## config.mk

```make
export PLATFORM = sky130hd
export DESIGN_NAME = lstm_sequencer
export DESIGN_NICKNAME = d
export VERILOG_FILES = /design/src/design/lstm_ctrl_pkg.sv /design/src/design/lstm_sequencer.sv
export SDC_FILE = /design/constraint.sdc
export NUM_CORES = 1
export LEC_CHECK = 0
export BUFFER_PORTS_ARGS = -buffer_cell sky130_fd_sc_hd__buf_2
export CAP_MARGIN = 5
export CORE_MARGIN = 2
export CORE_UTILIZATION = 40
export DETAILED_ROUTE_END_ITERATION = 8
export GPL_TIMING_DRIVEN = 0
export SLEW_MARGIN = 20
export SYNTH_ARGS = -nofsm -noshare
export SYNTH_HDL_FRONTEND = slang
export SYNTH_SLANG_ARGS = --single-unit
export TNS_END_PERCENT = 1
```

## constraint.sdc

```tcl
create_clock -name CLK -period 1.9 [get_ports CLK]
set_input_delay 0.38 -clock CLK [delete_from_list [all_inputs] [get_ports CLK]]
set_output_delay 0.38 -clock CLK [all_outputs]
set_load 0.02 [all_outputs]
```

## src/design/lstm_ctrl_pkg.sv

```systemverilog
package lstm_ctrl_pkg;

  // Number of elements L per step
  localparam int vec_len   = 8;
  localparam int idx_width = 3;

  typedef logic [idx_width-1:0] idx_t;
  // One extra bit so a count can reach vec_len
  typedef logic [idx_width:0]   cnt_t;

  // Gate select for weight loading
  typedef enum logic [1:0] {
    gate_act,
    gate_in,
    gate_forget,
    gate_out
  } gate_e;

  // Step sequencer states
  typedef enum logic [1:0] {
    seq_idle,
    seq_run,
    seq_drain,
    seq_done
  } seq_state_e;

  // Cycles from accepted x to o_h_valid
  localparam int pipe_latency = 4;

endpackage

```

## src/design/lstm_sequencer.sv

```systemverilog
`timescale 1ns/1ps

module lstm_sequencer (
  input  logic                 CLK,
  input  logic                 RST,
  input  logic                 i_start,
  input  logic                 i_x_valid,
  input  logic                 i_h_valid,
  output logic                 o_load_en,
  output logic                 o_x_accept,
  output lstm_ctrl_pkg::idx_t  o_x_idx,
  output logic                 o_busy,
  output logic                 o_done
);
  import lstm_ctrl_pkg::*;

  seq_state_e state;
  cnt_t       in_cnt;
  cnt_t       out_cnt;

  // Inputs only count while running
  assign o_x_accept = i_x_valid && (state == seq_run);
  assign o_x_idx    = in_cnt[idx_width-1:0];
  assign o_load_en  = (state == seq_idle);
  assign o_busy     = (state == seq_run) || (state == seq_drain);

  // Last hidden output of the step
  assign o_done = (state == seq_drain) && i_h_valid && (out_cnt == cnt_t'(vec_len - 1));

  always_ff @(posedge CLK or posedge RST) begin
    if (RST) begin
      state   <= seq_idle;
      in_cnt  <= '0;
      out_cnt <= '0;
    end else begin
      if (o_busy && i_h_valid) begin
        out_cnt <= out_cnt + 1'b1;
      end
      case (state)
        seq_idle: begin
          if (i_start) begin
            in_cnt  <= '0;
            out_cnt <= '0;
            state   <= seq_run;
          end
        end
        seq_run: begin
          if (o_x_accept) begin
            in_cnt <= in_cnt + 1'b1;
            if (in_cnt == cnt_t'(vec_len - 1)) begin
              state <= seq_drain;
            end
          end
        end
        seq_drain: begin
          if (o_done) begin
            state <= seq_done;
          end
        end
        default: begin
          state <= seq_idle;
        end
      endcase
    end
  end

endmodule

```

==> reports/metrics.yaml <==
ys_types: 26
die_w_um: 44.6
drt-initial-drc-count: 13
finalCritPeriodShare_pct: 94.1
pwr-share-comb_pct: 56.5
gr-total-overflow: 0
syn-cell-area_um2: 661
hp-class: "in2async"
seqPwrFrac_pct: 29.1
wl_per_cell_um: 11.6
fin_skew_ps: 0.881
yosys_warnings: 0
p_leak_nw: 0.402
irDropWorstVdd_uv: 721
grt_max_degree: 11
finalWorstSetupSlack_ps: 112
final_util_pct: 50.8
core.rowCount: 14
p_int_w: 0.000735
grt_pass1_wl_mm: 2.03
cap_violations: 0
hold_violations: 0
grtUsageTotal_pct: 14.6
pre_cts_slack_ps: 242
port-buffer-count: 11
vias: 525
cp_max_fo: 10
cts_tree: "built"
hold_ws_ps: 84.3
clk_pin_slew_ps: 60
tightest_slew_ps: 385
max_slew_margin_pct: 74.3
fill_cells: 149
cts-root-buf: "clkbuf_4"
ios: 12
ant_nets: 0
synth_cells: 71
tns_ps: 0
slew_viol_final: 0
pwr-share-clk_pct: 14.5
rsz0062_at_grt: "no"
period_needed_ps: 1790
cts_buffers: 3
setup_violations: 0
cts_hold_buf: 0
coreArea_um2: 1520
drive_above_1_share_pct: 29.1
switchingPower_w: 0.000548
crit_type: "reg2out"
fin_nets: 97
drc: 0
fmax_mhz: 559
status: "finished, final reports clean"
vias_per_cell: 5.15
fp.dieH_um: 44.6
clk_latency_ps: 260
ys_ff_latch: 10
initial_core_util_pct: 43.3
die_area_um2: 1990
worstSetupStartpointType: "flop"
avgSynthCellArea_um2: 9.30
antenna_found_initial: 0
arrival_ps: 1410
clk_path_buf_depth: 2
diodes: 0
cellPowerDensity_nw_per_um2: 1660
finalWirelength_mm: 1.19
grt_pass1_vias: 479
p_sw_share_pct: 42.7
cp-end-kind: "output pin"
numClockSinks: 10
required_ps: 1520
area_growth_pct: 17.2
finalWeightedCongestion: 0.738
hpwl_um: 924
ys_seq_area_share_pct: 37.9
synth_nets: 81
cts_htree_levels: 1
dr.pass1.iters: 4
stage by stage:
stage / instances / instance area, um2 / total power [W]
6_report: 102 / 774 / 0.00128
5_1_grt: 102 / 774 / 0.00140
4_1_cts: 102 / 772 / 0.00129
3_5_place_dp: 98 / 736 / 0.00110
3_3_place_gp: 98 / 736 / 0.00108
2_1_floorplan: 71 / 661 / 0.000938
cells in the final DEF (no fill, tap or decap), types with 2 or more instances in the layout:
master / synthesis / routed
dfrtp_1: 10 / 10
nand2_1: 7 / 7
buf_4: 4 / 5
mux2i_1: 2 / 2
a22o_1: 2 / 2
ha_1: 5 / 5
inv_1: 6 / 6
clkbuf_4: 0 / 3
o21ai_0: 5 / 5
buf_2: 1 / 11
nor2_1: 5 / 5
xor2_1: 2 / 2
nand3_1: 5 / 5
a21oi_1: 4 / 4
worst max-delay path: stages (launching register included):
cell and delay, ps:
dfrtp_1 400, inv_1 90, ha_1 150, buf_4 170
inv_1 70, nor2_1 100, buf_2 170
cell families (layout without fill, tap and decap cells):
group / after synthesis / in the layout / share of synthesized area [%]
DFF: 10 / 10 / 37.9
muxes: 3 / 3 / 5.30
adders and majority gates: 5 / 5 / 9.47
xor gates and xnor gates: 3 / 3 / 3.98
AOI/OAI and AO/OA: 15 / 15 / 15.5
and+or+nand+nor: 23 / 23 / 18.6
buffers and inverters: 12 / 27 / 9.28
sequential cells by signal, summed over array words and instances, names as in the netlist:
name     count
in_cnt       4
out_cnt      4
state        2
layout make-up:
| cell class | instances | area, um2 | area share, % |
|---|---|---|---|
| multi-input cells | 49 | 349 | 45.1 |
| flip-flops and latches | 10 | 250 | 32.3 |
| repair buffers | 11 | 55.1 | 7.11 |
| plain buffers | 5 | 37.5 | 4.85 |
| clock buffers | 4 | 36.3 | 4.68 |
| inverters | 7 | 26.3 | 3.39 |
| well taps | 16 | 20.0 | 2.58 |
cell usage after synthesis (all sizes together):
| master | instances | area share (%) |
|---|---|---|
| o31ai | 1 | 1.1 |
| nand4 | 1 | 0.95 |
| a21oi | 4 | 3.0 |
| a32oi | 1 | 1.3 |
| o21ai | 6 | 4.5 |
| mux2 | 1 | 2.3 |
| a22o | 2 | 2.7 |
| and4 | 1 | 1.3 |
| buf | 5 | 5.3 |
| inv | 7 | 4.0 |
| nand2 | 7 | 4.0 |
| nor2 | 5 | 2.8 |
| ha | 5 | 9.5 |
| xnor2 | 1 | 1.3 |
| nand3 | 6 | 5.3 |
| a21boi | 1 | 2.8 |
| mux2i | 2 | 3.0 |
| xor2 | 2 | 2.7 |
| dfrtp | 10 | 38 |
| nand4b | 1 | 1.3 |
| nand2b | 1 | 2.1 |
| nor3 | 1 | 0.76 |
power by group through the flow:
stage / sequential (W) / clock (W) / combinational [W]
2_1_floorplan: 0.000356 / 0 / 0.000582
3_3_place_gp: 0.000368 / 0 / 0.000708
3_5_place_dp: 0.000376 / 0 / 0.000722
4_1_cts: 0.000372 / 0.000195 / 0.000726
5_1_grt: 0.000385 / 0.000205 / 0.000815
6_report: 0.000373 / 0.000185 / 0.000725
final timing paths:
kind	to	slack [ps]	cells after the start	from
setup reg to reg	state[1]$_DFFE_PP0P_	230	7	state[1]$_DFFE_PP0P_
min in group CLK	out_cnt[3]$_DFF_PP0_	370	2	i_start
hold / removal	out_cnt[1]$_DFF_PP0_	80	2	RST
hold reg to reg	state[1]$_DFFE_PP0P_	560	1	state[1]$_DFFE_PP0P_
setup / recovery	o_x_accept	110	6	state[1]$_DFFE_PP0P_
max in group asynchronous	state[1]$_DFFE_PP0P_	1540	2	RST
what timing repair did:
item / 4_1_cts / 5_1_grt
setup buffers: 0 / 0
resized for setup: 0 / 2
endpoints found under the setup margin: 0 / 1
metal layers:
layer / global-route usage [%] / up-vias / share of wire [%]
met5: 0 / - / 0
met4: 5.45 / 0 / 0.84
met3: 6.12 / 2 / 4.4
met2: 22.6 / 7 / 50
met1: 17.9 / 243 / 45
li1: - / 273 / -
No activity file was read; power rests on OpenSTA's default activity.
