$ cat src/design/lstm_fixed_pkg.sv
package lstm_fixed_pkg;

  // Q3.12 signed fixed point
  localparam int data_width = 16;
  localparam int frac_bits  = 12;

  typedef logic signed [data_width-1:0]   fix_t;
  // Holds a full product before saturation
  typedef logic signed [2*data_width-1:0] fix_wide_t;

  localparam fix_t fix_one     = 16'sd4096;
  localparam fix_t fix_neg_one = -16'sd4096;
  localparam fix_t fix_half    = 16'sd2048;
  localparam fix_t fix_max     = 16'sh7fff;
  localparam fix_t fix_min     = 16'sh8000;

  // Full product, arithmetic shift back to 12 fraction bits
  function automatic fix_wide_t fix_mul(input fix_t a, input fix_t b);
    return (fix_wide_t'(a) * fix_wide_t'(b)) >>> frac_bits;
  endfunction

  // Clamp a wide sum into the 16-bit range
  function automatic fix_t fix_sat(input fix_wide_t v);
    if (v > fix_wide_t'(fix_max)) begin
      return fix_max;
    end
    if (v < fix_wide_t'(fix_min)) begin
      return fix_min;
    end
    return fix_t'(v);
  endfunction

  // clamp(z/4 + 0.5, 0, 1)
  function automatic fix_t hard_sigmoid(input fix_t z);
    fix_wide_t v;
    v = fix_wide_t'(z >>> 2) + fix_wide_t'(fix_half);
    if (v < 0) begin
      return '0;
    end
    if (v > fix_wide_t'(fix_one)) begin
      return fix_one;
    end
    return fix_t'(v);
  endfunction

  // clamp(z, -1, 1)
  function automatic fix_t hard_tanh(input fix_t z);
    if (z > fix_one) begin
      return fix_one;
    end
    if (z < fix_neg_one) begin
      return fix_neg_one;
    end
    return z;
  endfunction

endpackage

$ cat src/design/lstm_ctrl_pkg.sv
package lstm_ctrl_pkg;

  // Number of elements L per step
  localparam int vec_len   = 8;
  localparam int idx_width = 3;

  typedef logic [idx_width-1:0] idx_t;
  // One extra bit so a count can reach vec_len
  typedef logic [idx_width:0]   cnt_t;

  // Gate select for weight loading
  typedef enum logic [1:0] {
    gate_act,
    gate_in,
    gate_forget,
    gate_out
  } gate_e;

  // Step sequencer states
  typedef enum logic [1:0] {
    seq_idle,
    seq_run,
    seq_drain,
    seq_done
  } seq_state_e;

  // Cycles from accepted x to o_h_valid
  localparam int pipe_latency = 4;

endpackage

$ cat src/design/lstm_cell_update.sv
`timescale 1ns/1ps

module lstm_cell_update (
  input  logic                  CLK,
  input  logic                  RST,
  input  logic                  i_valid,
  input  lstm_ctrl_pkg::idx_t   i_idx,
  input  lstm_fixed_pkg::fix_t  i_a,
  input  lstm_fixed_pkg::fix_t  i_i,
  input  lstm_fixed_pkg::fix_t  i_f,
  input  lstm_fixed_pkg::fix_t  i_o,
  output logic                  o_h_valid,
  output lstm_fixed_pkg::fix_t  o_h
);
  import lstm_fixed_pkg::*;
  import lstm_ctrl_pkg::*;

  // Cell state, kept across steps
  fix_t s_mem [0:vec_len-1];

  // Stage 3 registers
  logic s3_valid;
  fix_t s3_s;
  fix_t s3_o;

  fix_t s_next;

  ////////////////////////////////////////////////////////////////////////////
  // Stage 3, s = f*s + i*a
  ////////////////////////////////////////////////////////////////////////////

  assign s_next = fix_sat(fix_mul(i_f, s_mem[i_idx]) + fix_mul(i_i, i_a));

  // Each index appears once per step, so no read-after-write hazard
  always_ff @(posedge CLK or posedge RST) begin
    if (RST) begin
      for (int e = 0; e < vec_len; e++) begin
        s_mem[e] <= '0;
      end
      s3_valid <= 1'b0;
    end else begin
      s3_valid <= i_valid;
      if (i_valid) begin
        s_mem[i_idx] <= s_next;
      end
    end
  end

  always_ff @(posedge CLK) begin
    if (i_valid) begin
      s3_s <= s_next;
      s3_o <= i_o;
    end
  end

  ////////////////////////////////////////////////////////////////////////////
  // Stage 4, h = o*hardtanh(s)
  ////////////////////////////////////////////////////////////////////////////

  always_ff @(posedge CLK or posedge RST) begin
    if (RST) begin
      o_h_valid <= 1'b0;
    end else begin
      o_h_valid <= s3_valid;
    end
  end

  always_ff @(posedge CLK) begin
    if (s3_valid) begin
      o_h <= fix_sat(fix_mul(s3_o, hard_tanh(s3_s)));
    end
  end

endmodule

$ cat config.mk
export PLATFORM = sky130hd
export DESIGN_NAME = lstm_cell_update
export DESIGN_NICKNAME = d
export VERILOG_FILES = /design/src/design/lstm_fixed_pkg.sv /design/src/design/lstm_ctrl_pkg.sv /design/src/design/lstm_cell_update.sv
export SDC_FILE = /design/constraint.sdc
export NUM_CORES = 2
export LEC_CHECK = 0
export BUFFER_PORTS_ARGS = -buffer_cell sky130_fd_sc_hd__buf_2
export CORE_MARGIN = 1
export CORE_UTILIZATION = 65
export DETAILED_ROUTE_END_ITERATION = 10
export PLACE_DENSITY = 0.82
export SYNTH_ARGS = -nofsm -noshare
export SYNTH_HDL_FRONTEND = slang
export SYNTH_SLANG_ARGS = --single-unit
$ cat constraint.sdc
create_clock -name CLK -period 10.85 [get_ports CLK]
set_clock_uncertainty 0.2 [all_clocks]
set_input_delay 1.085 -clock CLK [delete_from_list [all_inputs] [get_ports CLK]]
set_output_delay 1.085 -clock CLK [all_outputs]
set_load 0.05 [all_outputs]
==> impl_results.md <==
* Run status: finished clean
* Fin worst setup slack at approximately 550 ps
* Worst path max stage delay at between 600 and 700 ps
* Post-DP HPWL at slightly above 70,000 µm
* Final slew viol count at 0
* Async S/R FF share, synth at 0.7303
* FF/Latch Area at roughly 4700 µm²
* TritonCTS buffer count at 17
* WP data arrival at around 10,000 ps
* Synth top area share at 0.4222
* Mapped Cells at about 3,900
* Setup crit start kind: input port
* Clock Latency Late Sink at 460 ps
* Synth top area cells: fa_1 (42%), dfrtp_1 (8.7%), inv_1 (8.7%)
* IO buf count at 86
* Area occupied by multi-input gates at between 20,000 and 30,000 µm²
* Post-route ant nets at 0
* Synthesized Nets at about 5,000
* Routed vias at 27,260
* Root Driver: clkbuf_16
* Final min period at around 10,000 ps
* Fmax achieved at about 0.1 GHz
* Worst Setup Path Type: input port to flip-flop
* Residual DRC at 0
* Number of synthesized flops with an enable pin at 48
* Synth Cell Area at 37,220 µm²
* Design area at between 30,000 and 40,000 µm²
* First-pass GRT wire length at roughly 150,000 µm
* Most frequent cells in the layout: inv_1 (862), fa_1 (785), nand2_1 (463)
* Vias per std cell at ~5.8
* Die H at 241.3 µm
* Grt total ovfl at 0
* Prevailing post-synth register cell: dfrtp_1
* CTS H-Tree Depth at 4
* Syn_area_per_cell at 9.628 µm²
* Least-Margin Pin Slew at 1101 ps
* Clock transition at path regs at around 70 ps
* Yosys reg bits at between 150 and 200
* Unrepaired setup endpoints after global routing: no
* Cell repeated most along the worst path: fa_1
* Nets@finish at between 5,000 and 6,000
* Crit end category: flip-flop
* Synth warnings at 0
* Slowest CP cell: or4_1
* Required @ worst endpoint at around 11,000 ps
* Initial DRC count at between 2,000 and 2,500
* Die X at around 240 µm
* Sequential-to-total area share from yosys stat at 0.1261
* Most common cell after layout, fill and taps aside: inv_1
* Hold WC Path Type: flip-flop to flip-flop
* Initial antenna violation count at 1
* Sink Count at about 180
* Initial Utilization at 0.6589
* Worst rel slew slack at 0.2659
* Vias in the first global route at a little under 30,000
* Cts hold-fix bufs at 0
* Drt wl/cell at ~19 µm
* Fillers at 4,177
* Total I/O pin count at 87
* Hold Violations, Final at 0
* Dpl ws at -140.0 ps
* Core ar. at approximately 56,000 µm²
* Period utilisation layout at 0.9491
* CTS tree: built
* Max-cap violations at 0
* Setup violators final at 0
* Die area at 58,230 µm²
* Detailed Route WL at roughly 89,000 µm
* GP Congestion at ~0.96
* Largest net degree at the start of global routing at 100
* Placement Cell Area at 38,800 µm²
* Total global-route track usage at 0.3250
* Clock Tree Buf Depth at 2
* DRT Pass-1 Iters at 5
* Post-synth cell types at 81
* Final cell count without fillers at about 4,700
* Share of cells above drive strength 1 at 0.08011
* Dpl cells at around 4,700
* # rows at between 80 and 90
* Area Growth Syn to Fin at 5.893%
* Worst Path Max Fanout at 12
* Area leader, netlist: fa_1
==> worst max-delay path: cells and delay by family <==
kind	cells	cell delay [ps]
AOI/OAI and AO/OA	12	2310
buffers and inverters	9	1360
xor gates and xnor gates	1	140
muxes	2	660
adders and majority gates	8	3660
and+or+nand+nor	6	1170
==> cells in the mapped netlist, types with 21 or more instances <==
library cell,n
clkbuf_1,135
or3_1,22
and2_1,152
nand3_1,32
o21ai_1,23
a21oi_1,63
inv_1,863
nor2b_1,97
and3_1,81
nor3_1,21
a21o_1,33
nand2b_1,37
edfxtp_1,48
o21ai_0,62
fa_1,785
xnor2_1,79
ha_1,257
dfrtp_1,130
nor2_1,165
nand2_1,463
mux4_2,30
xor2_1,22
a211oi_1,87
==> cells by family (layout without fill, tap and decap cells) <==
group | after synthesis | after routing | share of synthesized area
adders and majority gates | 1042 | 1042 | 0.5086
xor gates and xnor gates | 101 | 101 | 0.02376
and+or+nand+nor | 1111 | 1111 | 0.1448
buffers and inverters | 1019 | 1085 | 0.1041
AOI/OAI and AO/OA | 361 | 361 | 0.06746
other | 0 | 1 | 0
muxes | 54 | 54 | 0.02518
DFF | 178 | 178 | 0.1261
==> stage by stage <==
| stage | utilization | hold WS, ps | setup TNS (ps) |
|---|---|---|---|
| 2_1_floorplan | - | 244.6 | 0 |
| 3_3_place_gp | 0.6868 | 257.3 | -43.07 |
| 3_5_place_dp | 0.6868 | 265.5 | -7734 |
| 4_1_cts | 0.6973 | 281.8 | 0 |
| 5_1_grt | 0.6977 | 308.9 | 0 |
| 6_report | 0.6977 | 277.2 | 0 |
==> layout make-up <==
type	count	area share
multi-input combinational	2669	0.7274
timing repair buffer	187	0.03181
clock buffer	17	0.01079
inverter	866	0.08253
sequential	178	0.1191
antenna	1	0.00006349
clock inverter	15	0.004349
tap	756	0.02400
==> what timing repair did <==
| item | in CTS | in global routing |
|---|---|---|
| gates resized for setup | 0 | 4 |
| setup buffers | 0 | 0 |
| endpoints found under the setup margin | 0 | 133 |
==> sequential cells by signal (all words and copies together) (netlist names) <==
signal     count
s3_o          16
s_mem        128
s3_s          16
o_h_valid      1
s3_valid       1
o_h           16
==> path summary, 6_finish.rpt <==
check	start	end	slack, ps	cells past startpoint
max	i_idx[2]	s_mem[18]$_DFFE_PP0P_	550	38
max reg2reg	s_mem[100]$_DFFE_PP0P_	s_mem[18]$_DFFE_PP0P_	1170	36
min in group asynchronous	RST	s_mem[82]$_DFFE_PP0P_	480	2
min reg2reg	s_mem[38]$_DFFE_PP0P_	s_mem[38]$_DFFE_PP0P_	280	2
max in group asynchronous	RST	s_mem[111]$_DFFE_PP0P_	8480	3
min	s_mem[38]$_DFFE_PP0P_	s_mem[38]$_DFFE_PP0P_	280	2
==> per-layer routing <==
metal,share of wire,vias up,GRT usage
met3,0.075,325,0.04638
met1,0.37,13790,0.4160
met5,0.00011,-,0
met2,0.50,1243,0.5400
met4,0.055,2,0.1728
li1,-,11900,-
Power is not shown: default switching activity piles up to over one toggle a cycle in this logic, so the estimate is an artifact.
