===== src/design/lstm_fixed_pkg.sv =====
package lstm_fixed_pkg;

  // Q3.12 signed fixed point
  localparam int data_width = 16;
  localparam int frac_bits  = 12;

  typedef logic signed [data_width-1:0]   fix_t;
  // Holds a full product before saturation
  typedef logic signed [2*data_width-1:0] fix_wide_t;

  localparam fix_t fix_one     = 16'sd4096;
  localparam fix_t fix_neg_one = -16'sd4096;
  localparam fix_t fix_half    = 16'sd2048;
  localparam fix_t fix_max     = 16'sh7fff;
  localparam fix_t fix_min     = 16'sh8000;

  // Full product, arithmetic shift back to 12 fraction bits
  function automatic fix_wide_t fix_mul(input fix_t a, input fix_t b);
    return (fix_wide_t'(a) * fix_wide_t'(b)) >>> frac_bits;
  endfunction

  // Clamp a wide sum into the 16-bit range
  function automatic fix_t fix_sat(input fix_wide_t v);
    if (v > fix_wide_t'(fix_max)) begin
      return fix_max;
    end
    if (v < fix_wide_t'(fix_min)) begin
      return fix_min;
    end
    return fix_t'(v);
  endfunction

  // clamp(z/4 + 0.5, 0, 1)
  function automatic fix_t hard_sigmoid(input fix_t z);
    fix_wide_t v;
    v = fix_wide_t'(z >>> 2) + fix_wide_t'(fix_half);
    if (v < 0) begin
      return '0;
    end
    if (v > fix_wide_t'(fix_one)) begin
      return fix_one;
    end
    return fix_t'(v);
  endfunction

  // clamp(z, -1, 1)
  function automatic fix_t hard_tanh(input fix_t z);
    if (z > fix_one) begin
      return fix_one;
    end
    if (z < fix_neg_one) begin
      return fix_neg_one;
    end
    return z;
  endfunction

endpackage


===== src/design/lstm_ctrl_pkg.sv =====
package lstm_ctrl_pkg;

  // Number of elements L per step
  localparam int vec_len   = 8;
  localparam int idx_width = 3;

  typedef logic [idx_width-1:0] idx_t;
  // One extra bit so a count can reach vec_len
  typedef logic [idx_width:0]   cnt_t;

  // Gate select for weight loading
  typedef enum logic [1:0] {
    gate_act,
    gate_in,
    gate_forget,
    gate_out
  } gate_e;

  // Step sequencer states
  typedef enum logic [1:0] {
    seq_idle,
    seq_run,
    seq_drain,
    seq_done
  } seq_state_e;

  // Cycles from accepted x to o_h_valid
  localparam int pipe_latency = 4;

endpackage


===== src/design/lstm_weight_bank.sv =====
`timescale 1ns/1ps

module lstm_weight_bank (
  input  logic                  CLK,
  input  logic                  RST,
  input  logic                  i_load_en,
  input  lstm_ctrl_pkg::gate_e  i_load_gate,
  input  lstm_ctrl_pkg::idx_t   i_load_idx,
  input  lstm_fixed_pkg::fix_t  i_load_w,
  input  lstm_fixed_pkg::fix_t  i_load_b,
  input  lstm_ctrl_pkg::idx_t   i_rd_idx,
  output lstm_fixed_pkg::fix_t  o_w_act,
  output lstm_fixed_pkg::fix_t  o_w_in,
  output lstm_fixed_pkg::fix_t  o_w_forget,
  output lstm_fixed_pkg::fix_t  o_w_out,
  output lstm_fixed_pkg::fix_t  o_b_act,
  output lstm_fixed_pkg::fix_t  o_b_in,
  output lstm_fixed_pkg::fix_t  o_b_forget,
  output lstm_fixed_pkg::fix_t  o_b_out
);
  import lstm_fixed_pkg::*;
  import lstm_ctrl_pkg::*;

  // One row per gate, one word per element
  fix_t w_mem [0:3][0:vec_len-1];
  fix_t b_mem [0:3][0:vec_len-1];

  always_ff @(posedge CLK or posedge RST) begin
    if (RST) begin
      for (int g = 0; g < 4; g++) begin
        for (int e = 0; e < vec_len; e++) begin
          w_mem[g][e] <= '0;
          b_mem[g][e] <= '0;
        end
      end
    end else if (i_load_en) begin
      w_mem[i_load_gate][i_load_idx] <= i_load_w;
      b_mem[i_load_gate][i_load_idx] <= i_load_b;
    end
  end

  // Asynchronous read of all four gates
  assign o_w_act    = w_mem[gate_act][i_rd_idx];
  assign o_w_in     = w_mem[gate_in][i_rd_idx];
  assign o_w_forget = w_mem[gate_forget][i_rd_idx];
  assign o_w_out    = w_mem[gate_out][i_rd_idx];

  assign o_b_act    = b_mem[gate_act][i_rd_idx];
  assign o_b_in     = b_mem[gate_in][i_rd_idx];
  assign o_b_forget = b_mem[gate_forget][i_rd_idx];
  assign o_b_out    = b_mem[gate_out][i_rd_idx];

endmodule


===== config.mk =====
export PLATFORM = sky130hd
export DESIGN_NAME = lstm_weight_bank
export DESIGN_NICKNAME = d
export VERILOG_FILES = /design/src/design/lstm_fixed_pkg.sv /design/src/design/lstm_ctrl_pkg.sv /design/src/design/lstm_weight_bank.sv
export SDC_FILE = /design/constraint.sdc
export NUM_CORES = 2
export LEC_CHECK = 0
export BUFFER_PORTS_ARGS = -buffer_cell sky130_fd_sc_hd__buf_2
export CAP_MARGIN = 20
export CORE_MARGIN = 2
export CORE_UTILIZATION = 55
export CTS_BUF_LIST = sky130_fd_sc_hd__clkbuf_4 sky130_fd_sc_hd__clkbuf_8
export CTS_CLUSTER_DIAMETER = 50
export DETAILED_ROUTE_END_ITERATION = 10
export GPL_TIMING_DRIVEN = 0
export PLACE_DENSITY = 0.72
export SETUP_SLACK_MARGIN = 0.2
export SLEW_MARGIN = 20
export SYNTH_ARGS = -nofsm -noshare
export SYNTH_HDL_FRONTEND = slang
export SYNTH_SLANG_ARGS = --single-unit

===== constraint.sdc =====
create_clock -name CLK -period 64 [get_ports CLK]
set_input_delay 12.8 -clock CLK [delete_from_list [all_inputs] [get_ports CLK]]
set_output_delay 12.8 -clock CLK [all_outputs]
set_load 0.03 [all_outputs]

==> results.cfg <==
[yosys]
yosys_register_bits = 1024
synth_top_family_by_area = multiplexers
synth-seq-area-share_pct = 55.76
ys_types = 23
yosys_warnings = 0
synth-async-reset-ratio_pct = 100.0
yosysTopAreaCellShare_pct = 55.76
synth-simple-area-share_pct = 0.6072
synth_area_sq_mm = 0.04595
synth_area_per_cell_sq_um = 16.65
syn_nets = 2803
synth_edf_count = 0
synthMuxAreaShare_pct = 40.78
yosysTopAreaCell = dfrtp_1
postSynthCellCount = 2760
synth_flop_cell = dfrtp_1
ys_top_cells_by_area = dfrtp_1, mux2_2, mux4_2, buf_2, clkbuf_1
synth_compound_area_share_pct = 0
synth_adder_area_share_pct = 0
synth-xor-area-share_pct = 0

[power]
pwr_density_cell_mw_per_mm2 = 34.36
pwr-share-seq_pct = 46.8
total_power_uw = 1789
p_sw_share_pct = 27.23
clkPwrFrac_pct = 34.0
p_int_uw = 1302
pwr-share-comb_pct = 19.1
ir_drop_v = 0.00002155
power_switching_uw = 487.2
p_leak_uw = 0.02389

[routing]
first_pass_iters = 5
ant_nets = 0
viasPerCell = 6.172
num_vias = 26690
wire_per_inst_um = 28.80
drt_iter0_drc = 1892
wl_um = 124500
drc = 0

[setup_path]
critPathKind = input pin to primary output
path_delay_family = buffers and inverters
worstPathRequired_ns = 51.20
rr_worst_depth = 1
cp.depth = 6
cp_num_buf_inv = 4
slowest_delay_ns = 0.75
path_cells = clkbuf_1, clkbuf_1, buf_2, mux4_2, mux2_2, buf_2
crit_fanout = 10
cp-end-kind = primary output
cp-start-kind = input pin
cp_data_arrival_time_ns = 15.56
cp_slowest_cell = clkbuf_1

[layout]
area_delta_synth_final_pct = 13.31
drive_gt1_share_pct = 61.94
fill_cells = 5920
nets = 3153
fin_cells = 4324

[cts]
htreeDepth = 4
insertion_delay_ns = 0.85
cts_hold_buf = 0
clk_pin_slew_ns = 0.05
cts_root_buf = clkbuf_8
numCtsBuffers = 171
post_cts_buffers = 0
cts_resized = 0
ctsLongestPathBuffers = 3
clock-sinks = 1024
cts_tree = yes

[grt]
grt_pass1_wl_um = 186700
grt_overflow = 0
grt_usage_pct = 29.77
grt_pass1_vias = 29220
grt_max_degree = 117
antenna_found_initial = 12

[placement]
post-place-cells = 4017
port_buffers = 167
finalWeightedCongestion = 0.8738
hpwl_um = 86350

[hold_path]
hold_path.class = flip-flop to flip-flop
hold_depth = 1

[timing]
hold_viol = 0
maxSlewViolCount = 0
setup_viol = 0
fin_tns_setup_ns = 0
final.period_utilization_pct = 44.32
worst_pin_slew_ns = 1.161
rsz0062_at_grt = false
max_freq_mhz = 35.26
fin_crit_ns = 28.36
skew_ns = 0
relSlewSlack_pct = 22.60

[job]
maxCapViolCount = 0

[die]
initial_core_util_pct = 55.26
die_w_um = 293.1
ios = 171
core_sq_mm = 0.08316
rows = 106
die_y_um = 293.1
dieArea_sq_mm = 0.08588

[outcome]
status = complete, no violations
-- per-layer routing --
layer,GRT usage (%),up-vias,part of all wire [%],routed length (um)
li1,-,10950,-,-
met1,40.84,14690,42,52860
met2,47.80,847,49,61060
met3,6.150,197,5.9,7362
met4,10.24,8,2.6,3193
met5,0,-,0.038,47
-- cells in the mapped netlist (all sizes together) (3+ instances only) --
library cell,n
and3,3
and4bb,3
buf,147
clkbuf,132
dfrtp,1024
mux2,1152
mux4,256
nand2,12
nand2b,4
nand4b,3
nor2,12
nor2b,5
or3,3
-- layout make-up --
type	count	area, sq um	area share [%]
Antenna cell	7	17.52	0.03364
Buffer	279	1311	2.518
Clock buffer	272	3362	6.456
Clock inverter	28	266.5	0.5118
Inverter	1	11.26	0.02163
Multi-Input combinational cell	1456	19020	36.52
Sequential cell	1024	25620	49.21
Tap cell	1080	1351	2.595
Timing Repair Buffer	177	1111	2.134
-- flip-flops by register name, summed over array words and instances, names as in the netlist --
| name | count |
|---|---|
| w_mem | 512 |
| b_mem | 512 |
-- kinds of logic after synthesis --
| family | count (synthesis) |
|---|---|
| mux | 1408 |
| flops | 1024 |
| buf+inv | 280 |
| simple gates | 48 |
-- path summary, 6_finish.rpt --
check	startpoint	to	slack (ns)
max	i_rd_idx[0]	o_w_act[10]	35.64
min	b_mem[328]	b_mem[328]	0.49
max reg2reg	b_mem[177]	b_mem[177]	63.17
min reg2reg	b_mem[328]	b_mem[328]	0.49
max in group asynchronous	RST	w_mem[466]	50.34
min in group asynchronous	RST	b_mem[209]	11.96
-- metrics by stage --
stage | cell area, sq um | worst slack, ns | utilization (%) | hold slack (ns)
after global placement | 48140 | 14.57 | 57.89 | 0.4622
final | 52070 | 35.64 | 62.62 | 0.4881
after global routing | 52060 | 35.61 | 62.61 | 0.5046
after CTS | 52050 | 35.66 | 62.60 | 0.4875
after floorplan | 45950 | 22.38 | - | 0.4524
after detailed placement | 48430 | 35.65 | 58.23 | 0.4743
-- cell usage in the layout, fill, tap and decap left out, drive strengths merged --
master	Yosys	final
mux2	1152	1152
nor2b	5	5
clkinvlp	0	6
nand2b	4	4
buf	147	324
nor2	12	12
nand2	12	12
clkbuf	132	404
dfrtp	1024	1024
nor3	1	1
clkinv	0	12
nand4	1	1
mux4	256	256
or3	3	3
and4bb	3	3
nor4b	1	1
inv	1	8
bufinv	0	3
nand4b	3	3
diode	0	7
and3	3	3
-- power groups by stage --
| stage | registers [uW] | logic (uW) | clock network (uW) |
|---|---|---|---|
| floorplan | 827 | 264 | 0 |
| global placement | 839 | 328 | 0 |
| detailed placement | 847 | 343 | 0 |
| CTS | 836 | 345 | 617 |
| global route | 851 | 363 | 649 |
| finish | 838 | 342 | 609 |
No activity file was read; power rests on OpenSTA's default activity.
