--- src/design/lstm_fixed_pkg.sv ---
package lstm_fixed_pkg;

  // Q3.12 signed fixed point
  localparam int data_width = 16;
  localparam int frac_bits  = 12;

  typedef logic signed [data_width-1:0]   fix_t;
  // Holds a full product before saturation
  typedef logic signed [2*data_width-1:0] fix_wide_t;

  localparam fix_t fix_one     = 16'sd4096;
  localparam fix_t fix_neg_one = -16'sd4096;
  localparam fix_t fix_half    = 16'sd2048;
  localparam fix_t fix_max     = 16'sh7fff;
  localparam fix_t fix_min     = 16'sh8000;

  // Full product, arithmetic shift back to 12 fraction bits
  function automatic fix_wide_t fix_mul(input fix_t a, input fix_t b);
    return (fix_wide_t'(a) * fix_wide_t'(b)) >>> frac_bits;
  endfunction

  // Clamp a wide sum into the 16-bit range
  function automatic fix_t fix_sat(input fix_wide_t v);
    if (v > fix_wide_t'(fix_max)) begin
      return fix_max;
    end
    if (v < fix_wide_t'(fix_min)) begin
      return fix_min;
    end
    return fix_t'(v);
  endfunction

  // clamp(z/4 + 0.5, 0, 1)
  function automatic fix_t hard_sigmoid(input fix_t z);
    fix_wide_t v;
    v = fix_wide_t'(z >>> 2) + fix_wide_t'(fix_half);
    if (v < 0) begin
      return '0;
    end
    if (v > fix_wide_t'(fix_one)) begin
      return fix_one;
    end
    return fix_t'(v);
  endfunction

  // clamp(z, -1, 1)
  function automatic fix_t hard_tanh(input fix_t z);
    if (z > fix_one) begin
      return fix_one;
    end
    if (z < fix_neg_one) begin
      return fix_neg_one;
    end
    return z;
  endfunction

endpackage

--- src/design/lstm_ctrl_pkg.sv ---
package lstm_ctrl_pkg;

  // Number of elements L per step
  localparam int vec_len   = 8;
  localparam int idx_width = 3;

  typedef logic [idx_width-1:0] idx_t;
  // One extra bit so a count can reach vec_len
  typedef logic [idx_width:0]   cnt_t;

  // Gate select for weight loading
  typedef enum logic [1:0] {
    gate_act,
    gate_in,
    gate_forget,
    gate_out
  } gate_e;

  // Step sequencer states
  typedef enum logic [1:0] {
    seq_idle,
    seq_run,
    seq_drain,
    seq_done
  } seq_state_e;

  // Cycles from accepted x to o_h_valid
  localparam int pipe_latency = 4;

endpackage

--- src/design/lstm_gate_pipe.sv ---
`timescale 1ns/1ps

module lstm_gate_pipe (
  input  logic                  CLK,
  input  logic                  RST,
  input  logic                  i_x_accept,
  input  lstm_fixed_pkg::fix_t  i_x,
  input  lstm_ctrl_pkg::idx_t   i_idx,
  input  lstm_fixed_pkg::fix_t  i_w_act,
  input  lstm_fixed_pkg::fix_t  i_w_in,
  input  lstm_fixed_pkg::fix_t  i_w_forget,
  input  lstm_fixed_pkg::fix_t  i_w_out,
  input  lstm_fixed_pkg::fix_t  i_b_act,
  input  lstm_fixed_pkg::fix_t  i_b_in,
  input  lstm_fixed_pkg::fix_t  i_b_forget,
  input  lstm_fixed_pkg::fix_t  i_b_out,
  output logic                  o_valid,
  output lstm_ctrl_pkg::idx_t   o_idx,
  output lstm_fixed_pkg::fix_t  o_a,
  output lstm_fixed_pkg::fix_t  o_i,
  output lstm_fixed_pkg::fix_t  o_f,
  output lstm_fixed_pkg::fix_t  o_o
);
  import lstm_fixed_pkg::*;
  import lstm_ctrl_pkg::*;

  // Stage 1 registers
  logic s1_valid;
  idx_t s1_idx;
  fix_t z_a;
  fix_t z_i;
  fix_t z_f;
  fix_t z_o;

  // Pre-activation for each gate
  fix_t pre_a;
  fix_t pre_i;
  fix_t pre_f;
  fix_t pre_o;

  ////////////////////////////////////////////////////////////////////////////
  // Stage 1, z = w*x + b
  ////////////////////////////////////////////////////////////////////////////

  // Product stays wide, only the sum is saturated
  assign pre_a = fix_sat(fix_mul(i_w_act, i_x) + fix_wide_t'(i_b_act));
  assign pre_i = fix_sat(fix_mul(i_w_in, i_x) + fix_wide_t'(i_b_in));
  assign pre_f = fix_sat(fix_mul(i_w_forget, i_x) + fix_wide_t'(i_b_forget));
  assign pre_o = fix_sat(fix_mul(i_w_out, i_x) + fix_wide_t'(i_b_out));

  always_ff @(posedge CLK or posedge RST) begin
    if (RST) begin
      s1_valid <= 1'b0;
    end else begin
      s1_valid <= i_x_accept;
    end
  end

  always_ff @(posedge CLK) begin
    if (i_x_accept) begin
      s1_idx <= i_idx;
      z_a    <= pre_a;
      z_i    <= pre_i;
      z_f    <= pre_f;
      z_o    <= pre_o;
    end
  end

  ////////////////////////////////////////////////////////////////////////////
  // Stage 2, activations
  ////////////////////////////////////////////////////////////////////////////

  always_ff @(posedge CLK or posedge RST) begin
    if (RST) begin
      o_valid <= 1'b0;
    end else begin
      o_valid <= s1_valid;
    end
  end

  always_ff @(posedge CLK) begin
    if (s1_valid) begin
      o_idx <= s1_idx;
      // Activation gate uses tanh, the others sigmoid
      o_a   <= hard_tanh(z_a);
      o_i   <= hard_sigmoid(z_i);
      o_f   <= hard_sigmoid(z_f);
      o_o   <= hard_sigmoid(z_o);
    end
  end

endmodule

--- config.mk ---
export PLATFORM = sky130hd
export DESIGN_NAME = lstm_gate_pipe
export DESIGN_NICKNAME = d
export VERILOG_FILES = /design/src/design/lstm_fixed_pkg.sv /design/src/design/lstm_ctrl_pkg.sv /design/src/design/lstm_gate_pipe.sv
export SDC_FILE = /design/constraint.sdc
export NUM_CORES = 2
export LEC_CHECK = 0
export BUFFER_PORTS_ARGS = -buffer_cell sky130_fd_sc_hd__buf_2
export CAP_MARGIN = 20
export CORE_UTILIZATION = 65
export DETAILED_ROUTE_END_ITERATION = 8
export PLACE_DENSITY = 0.87
export SYNTH_ARGS = -nofsm -noshare
export SYNTH_HDL_FRONTEND = slang
export SYNTH_SLANG_ARGS = --single-unit
--- constraint.sdc ---
create_clock -name CLK -period 2.86 [get_ports CLK]
set_input_delay 0.143 -clock CLK [delete_from_list [all_inputs] [get_ports CLK]]
set_output_delay 0.143 -clock CLK [all_outputs]
set_load 0.01 [all_outputs]
==> out/qor.log, run 1 <==
INFO  synth          synth_edf_count=125
INFO  timing         worst-ep-kind=register data pin
INFO  synth          yosysUniqueCellTypes=76
INFO  synth          synth.yosys.seq_area_share=8.175%
INFO  synth          async_flop_share=1.575%
INFO  die            die_h=269.5microns
INFO  global_routing groute.usage.overall=77.67%
INFO  clock_tree     ctsLongestPathBuffers=2
INFO  die            floorplan.io_pins=218
INFO  synth          ys.flop_type=edfxtp_1
INFO  synth          synth.cell_area=46530squm
INFO  synth          yosys-top-cells-area=fa_1, ha_1, inv_1, edfxtp_1, and2_1
INFO  clock_tree     cts.sink_count=127
INFO  global_routing grt_start_max_net_pins=41
INFO  synth          synthesis.yosys.warnings=0
INFO  synth          synth_area_leader=fa_1
INFO  synth          synth.ff_latch_count=127
INFO  synth          syn-mean-instance-area=9.386squm
INFO  clock_tree     cts-htree-levels=4
INFO  synth          synthMostInstantiatedCell=inv_1
INFO  clock_tree     clock_tree.root_cell=clkbuf_16
INFO  timing         grt-worst-endpoint=z_a[8]$_SDFFCE_PN1P_/D
INFO  clock_tree     numCtsBuffers=17
INFO  run_status     outcome=stopped before the end
INFO  synth          postSynthCellCount=4957
INFO  synth          netlist_top_cells_count=inv_1, fa_1, and2_1
INFO  placement      gp_congestion=0.9141
INFO  placement      dp_hpwl=104700microns
INFO  synth          synth_top_cell_area_share=45.09%
INFO  run_status     lastStage=global routing (5_1_grt)
INFO  run_status     error_message=[ERROR GRT-0232] Routing congestion too high. Check the congestion heatmap in the GUI.
INFO  global_routing overflow=186
INFO  die            floorplan.die.width=269.5microns
INFO  die            placement_rows=97
INFO  global_routing grt_antenna_before_repair=49
INFO  die            initial_core_util=66.10%
INFO  placement      dpl.cell_count=6643
INFO  placement      number_of_port_buffers=217
==> kinds of logic after synthesis <==
family	synth area share (%)
and+or+nand+nor	14.76
DFF	8.175
xor gates and xnor gates	3.313
AOI/OAI and AO/OA	6.252
other	0.008060
buffers and inverters	11.23
muxes	0.08874
adders and majority gates	56.17
==> metrics by stage <==
stage / worst slack (ns) / cell area, sq um / hold WS [ns] / util (%)
after CTS: -4.793 / 56630 / 0.01806 / 80.45
after detailed placement: -5.652 / 54210 / -0.007259 / 77.02
after floorplan: -4.972 / 47040 / -0.1158 / -
after global placement: -5.323 / 54210 / -0.009603 / 77.02
==> routing by layer <==
metal / global-route usage, % / overflow
met4: 73.44 / 55
met3: 71.64 / 13
met5: 53.09 / 3
met1: 74.55 / 11
met2: 90.17 / 104
==> what timing repair did <==
item / 4_1_cts
hold buffers: 4
gates resized for setup: 256
buffers inserted: 56
endpoints found under the hold margin: 5
cloned: 18
endpoints found under the setup margin: 58
pin swaps: 151
==> run 2, diff against run 1 <==
Settings changed: CORE_UTILIZATION 65 to 40, PLACE_DENSITY 0.87 to unset, PLACE_DENSITY_LB_ADDON set to 0.15.
==> run 2 against run 1 <==
Effect of this change:
- the flow now finishes, with violations (negative setup slack)
- synthesized area is the same
- synthesized cell count did not move
==> out/qor.log, run 2 <==
INFO  synth          synth.ff_latch_count=127
INFO  placement      dp_hpwl=101500microns
INFO  worst_setup_path worstSetupEndpoint=z_o[2]
INFO  die            die_area=117700squm
INFO  clock_tree     cts.sink_count=127
INFO  timing         rsz0062_at_grt=yes
INFO  placement      number_of_port_buffers=217
INFO  route          drcViolationCount=0
INFO  finish         seqCellArea=3807squm
INFO  worst_setup_path worst_setup_path_startpoint=i_x[5]
INFO  worst_setup_path start_kind=primary input
INFO  timing         post-route-period-util=264.8%
INFO  clock_tree     cts_tree=built
INFO  finish         commonest_non_fill_non_tap_cell_in_the_layout=inv_1
INFO  timing         max_slew.worst_pin.slew=0.6302ns
INFO  worst_hold_path min-delay-path-class=in2reg
INFO  route          detailedRoute.firstIterationViolations=1527
INFO  global_routing grt_start_max_net_pins=37
INFO  synth          synth_top_cell_area_share=45.09%
INFO  timing         finalHoldViolCount=0
INFO  worst_setup_path critical_path_arrival=7.83ns
INFO  clock_tree     cts-htree-levels=4
INFO  synth          postSynthCellCount=4957
INFO  worst_setup_path regToRegEndpoint=o_a[10]
INFO  worst_setup_path critical_path.endpoint_type=flop
INFO  die            initial_core_util=40.53%
INFO  global_routing grt_antenna_before_repair=15
INFO  worst_setup_path critical_path.most_common_cell=fa_1
INFO  worst_setup_path timing.critical_path.required=3.12ns
INFO  global_routing overflow=0
INFO  die            placement_rows=124
INFO  die            floorplan.io_pins=218
INFO  synth          yosys-top-cells-area=fa_1, ha_1, inv_1, edfxtp_1, and2_1
INFO  synth          ys.flop_type=edfxtp_1
INFO  worst_setup_path worst-r2r-setup-slack=0.75ns
INFO  clock_tree     worstSkewPairLatency=0.51ns
INFO  worst_setup_path worst_path_largest_cell_delay=0.50ns
INFO  global_routing grt_first_pass_wirelength=197400microns
INFO  route          drt.antenna.violating_nets=0
INFO  synth          synth.yosys.seq_area_share=8.175%
INFO  synth          synthMostInstantiatedCell=inv_1
INFO  finish         syn_to_final_growth=24.32%
INFO  synth          syn-mean-instance-area=9.386squm
INFO  worst_setup_path r2r_cells=6
INFO  timing         max_slew_headroom=57.98%
INFO  finish         reg_top3=o_a (16), z_a (16)
INFO  timing         final_critical_path_setup_slack=-4.712ns
INFO  timing         fin_worst_skew=0.01084ns
INFO  synth          netlist_top_cells_count=inv_1, fa_1, and2_1
INFO  die            die_h=343.1microns
INFO  timing         post-route-min-period=7.572ns
INFO  worst_setup_path cp_max_fo=7
INFO  synth          yosysUniqueCellTypes=76
INFO  synth          synthesis.yosys.warnings=0
INFO  route          route.vias.total=34670
INFO  finish         finish.net_count=7453
INFO  run_status     violations=negative setup slack
INFO  synth          async_flop_share=1.575%
INFO  clock_tree     ctsLongestPathBuffers=2
INFO  finish         drive_gt1_share=22.92%
INFO  finish         filler_cell_count=10960
INFO  die            floorplan.die.width=343.1microns
INFO  finish         stdcell_area=57840squm
INFO  timing         slew_viol_final=0
INFO  finish         multiInputGateArea=38810squm
INFO  clock_tree     clock_tree.root_cell=clkbuf_16
INFO  route          vias_per_cell=4.703
INFO  global_routing vias_in_the_first_global_route=37700
INFO  run_status     outcome=finished with violations
INFO  synth          synth.cell_area=46530squm
INFO  global_routing groute.usage.overall=21.21%
INFO  die            coreArea=114800squm
INFO  synth          synth_area_leader=fa_1
INFO  worst_setup_path cpMaxStageDelayCell=fa_1
INFO  placement      dpl_cell_area=55310squm
INFO  placement      gp_congestion=0.8355
INFO  timing         fmaxAchievable=0.1321GHz
INFO  timing         setup_violations=58
INFO  worst_setup_path timing.rr.start=z_a[1]
INFO  worst_hold_path holdPathStages=4
INFO  synth          synth_edf_count=125
INFO  route          finalWirelength=119600microns
INFO  route          routedWlPerCell=16.23microns
INFO  timing         totalNegativeSetupSlack=-262.97ns
INFO  clock_tree     clock_pin_slew_of_the_registers_on_the_worst_case_setup_and_hold_paths=0.07ns
INFO  worst_setup_path critPathKind=in2reg
INFO  route          first_pass_iters=5
INFO  run            max-cap-violations=0
INFO  finish         layout.cells.most_common_list=inv_1, fa_1, buf_4
INFO  clock_tree     numCtsBuffers=17
-- run 2: cell counts after synthesis --
No cell type changed its count.
-- run 2: repair_timing --
item                       CTS  global route
pin swaps                   76           112
buffers inserted            26            24
hold buffers                 5             0
gates cloned                 9             4
setup endpoints to repair   58            58
hold endpoints to repair     5             0
resized for setup          139           178
-- run 2: layer usage --
layer	up-vias	global-route usage, %	wire [microns]
met1	17460	29.14	54010
met4	14	3.278	1550
met2	485	36.24	58880
li1	16640	-	-
met5	-	0	80
met3	76	2.859	5114
-- run 2: layout make-up --
type | instances | area share [%]
timing repair buffer | 1053 | 14.28
inverter | 1196 | 7.761
tap | 1512 | 3.271
sequential | 127 | 6.582
antenna | 4 | 0.01730
clock inverter | 15 | 0.2596
clock buffer | 17 | 0.7354
multi-input combinational | 3448 | 67.09
-- run 2: cells by family after synthesis --
| family | after synthesis | share of synthesized area [%] |
|---|---|---|
| multiplexers | 4 | 0.08874 |
| AND/OR/NAND/NOR | 1364 | 14.76 |
| adder cells (fa/ha/maj) | 1460 | 56.17 |
| buffers and inverters | 1387 | 11.23 |
| AO/OA/AOI/OAI | 438 | 6.252 |
| XOR/XNOR | 176 | 3.313 |
| other | 1 | 0.008060 |
| flip-flops | 127 | 8.175 |
-- run 2: critical path, delay by kind of cell --
family	cells	cell delay, ns
buffers and inverters	8	0.77
xor gates and xnor gates	1	0.14
adders and majority gates	8	3.42
and+or+nand+nor	4	0.83
muxes	1	0.25
AOI/OAI and AO/OA	12	2.26
-- run 2: worst min-delay path by stage --
stage	start	to	slack (ns)
after floorplan	RST	o_valid	-0.12
after global placement	RST	o_valid	-0.008
after detailed placement	RST	o_valid	-0.005
after CTS	i_b_act[0]	z_a[0]	0.07
after global routing	i_x_accept	z_f[15]	0.10
final	i_b_act[0]	z_a[0]	0.11
-- run 2: per-stage QoR --
step           hold slack (ns)  instances  utilization (%)  setup WS (ns)
2_1_floorplan          -0.1158       4962                -         -4.972
3_3_place_gp         -0.008306       7271            48.18         -5.326
3_5_place_dp         -0.004956       7271            48.18         -5.355
4_1_cts                0.06855       7343            49.55         -4.677
5_1_grt                 0.1048       7371            50.38         -5.020
6_report                0.1060       7372            50.38         -4.712
Power of run 2 is left out: the tool's default activity adds up to more than one toggle a clock period on the data nets, which glitch-free logic cannot reach.
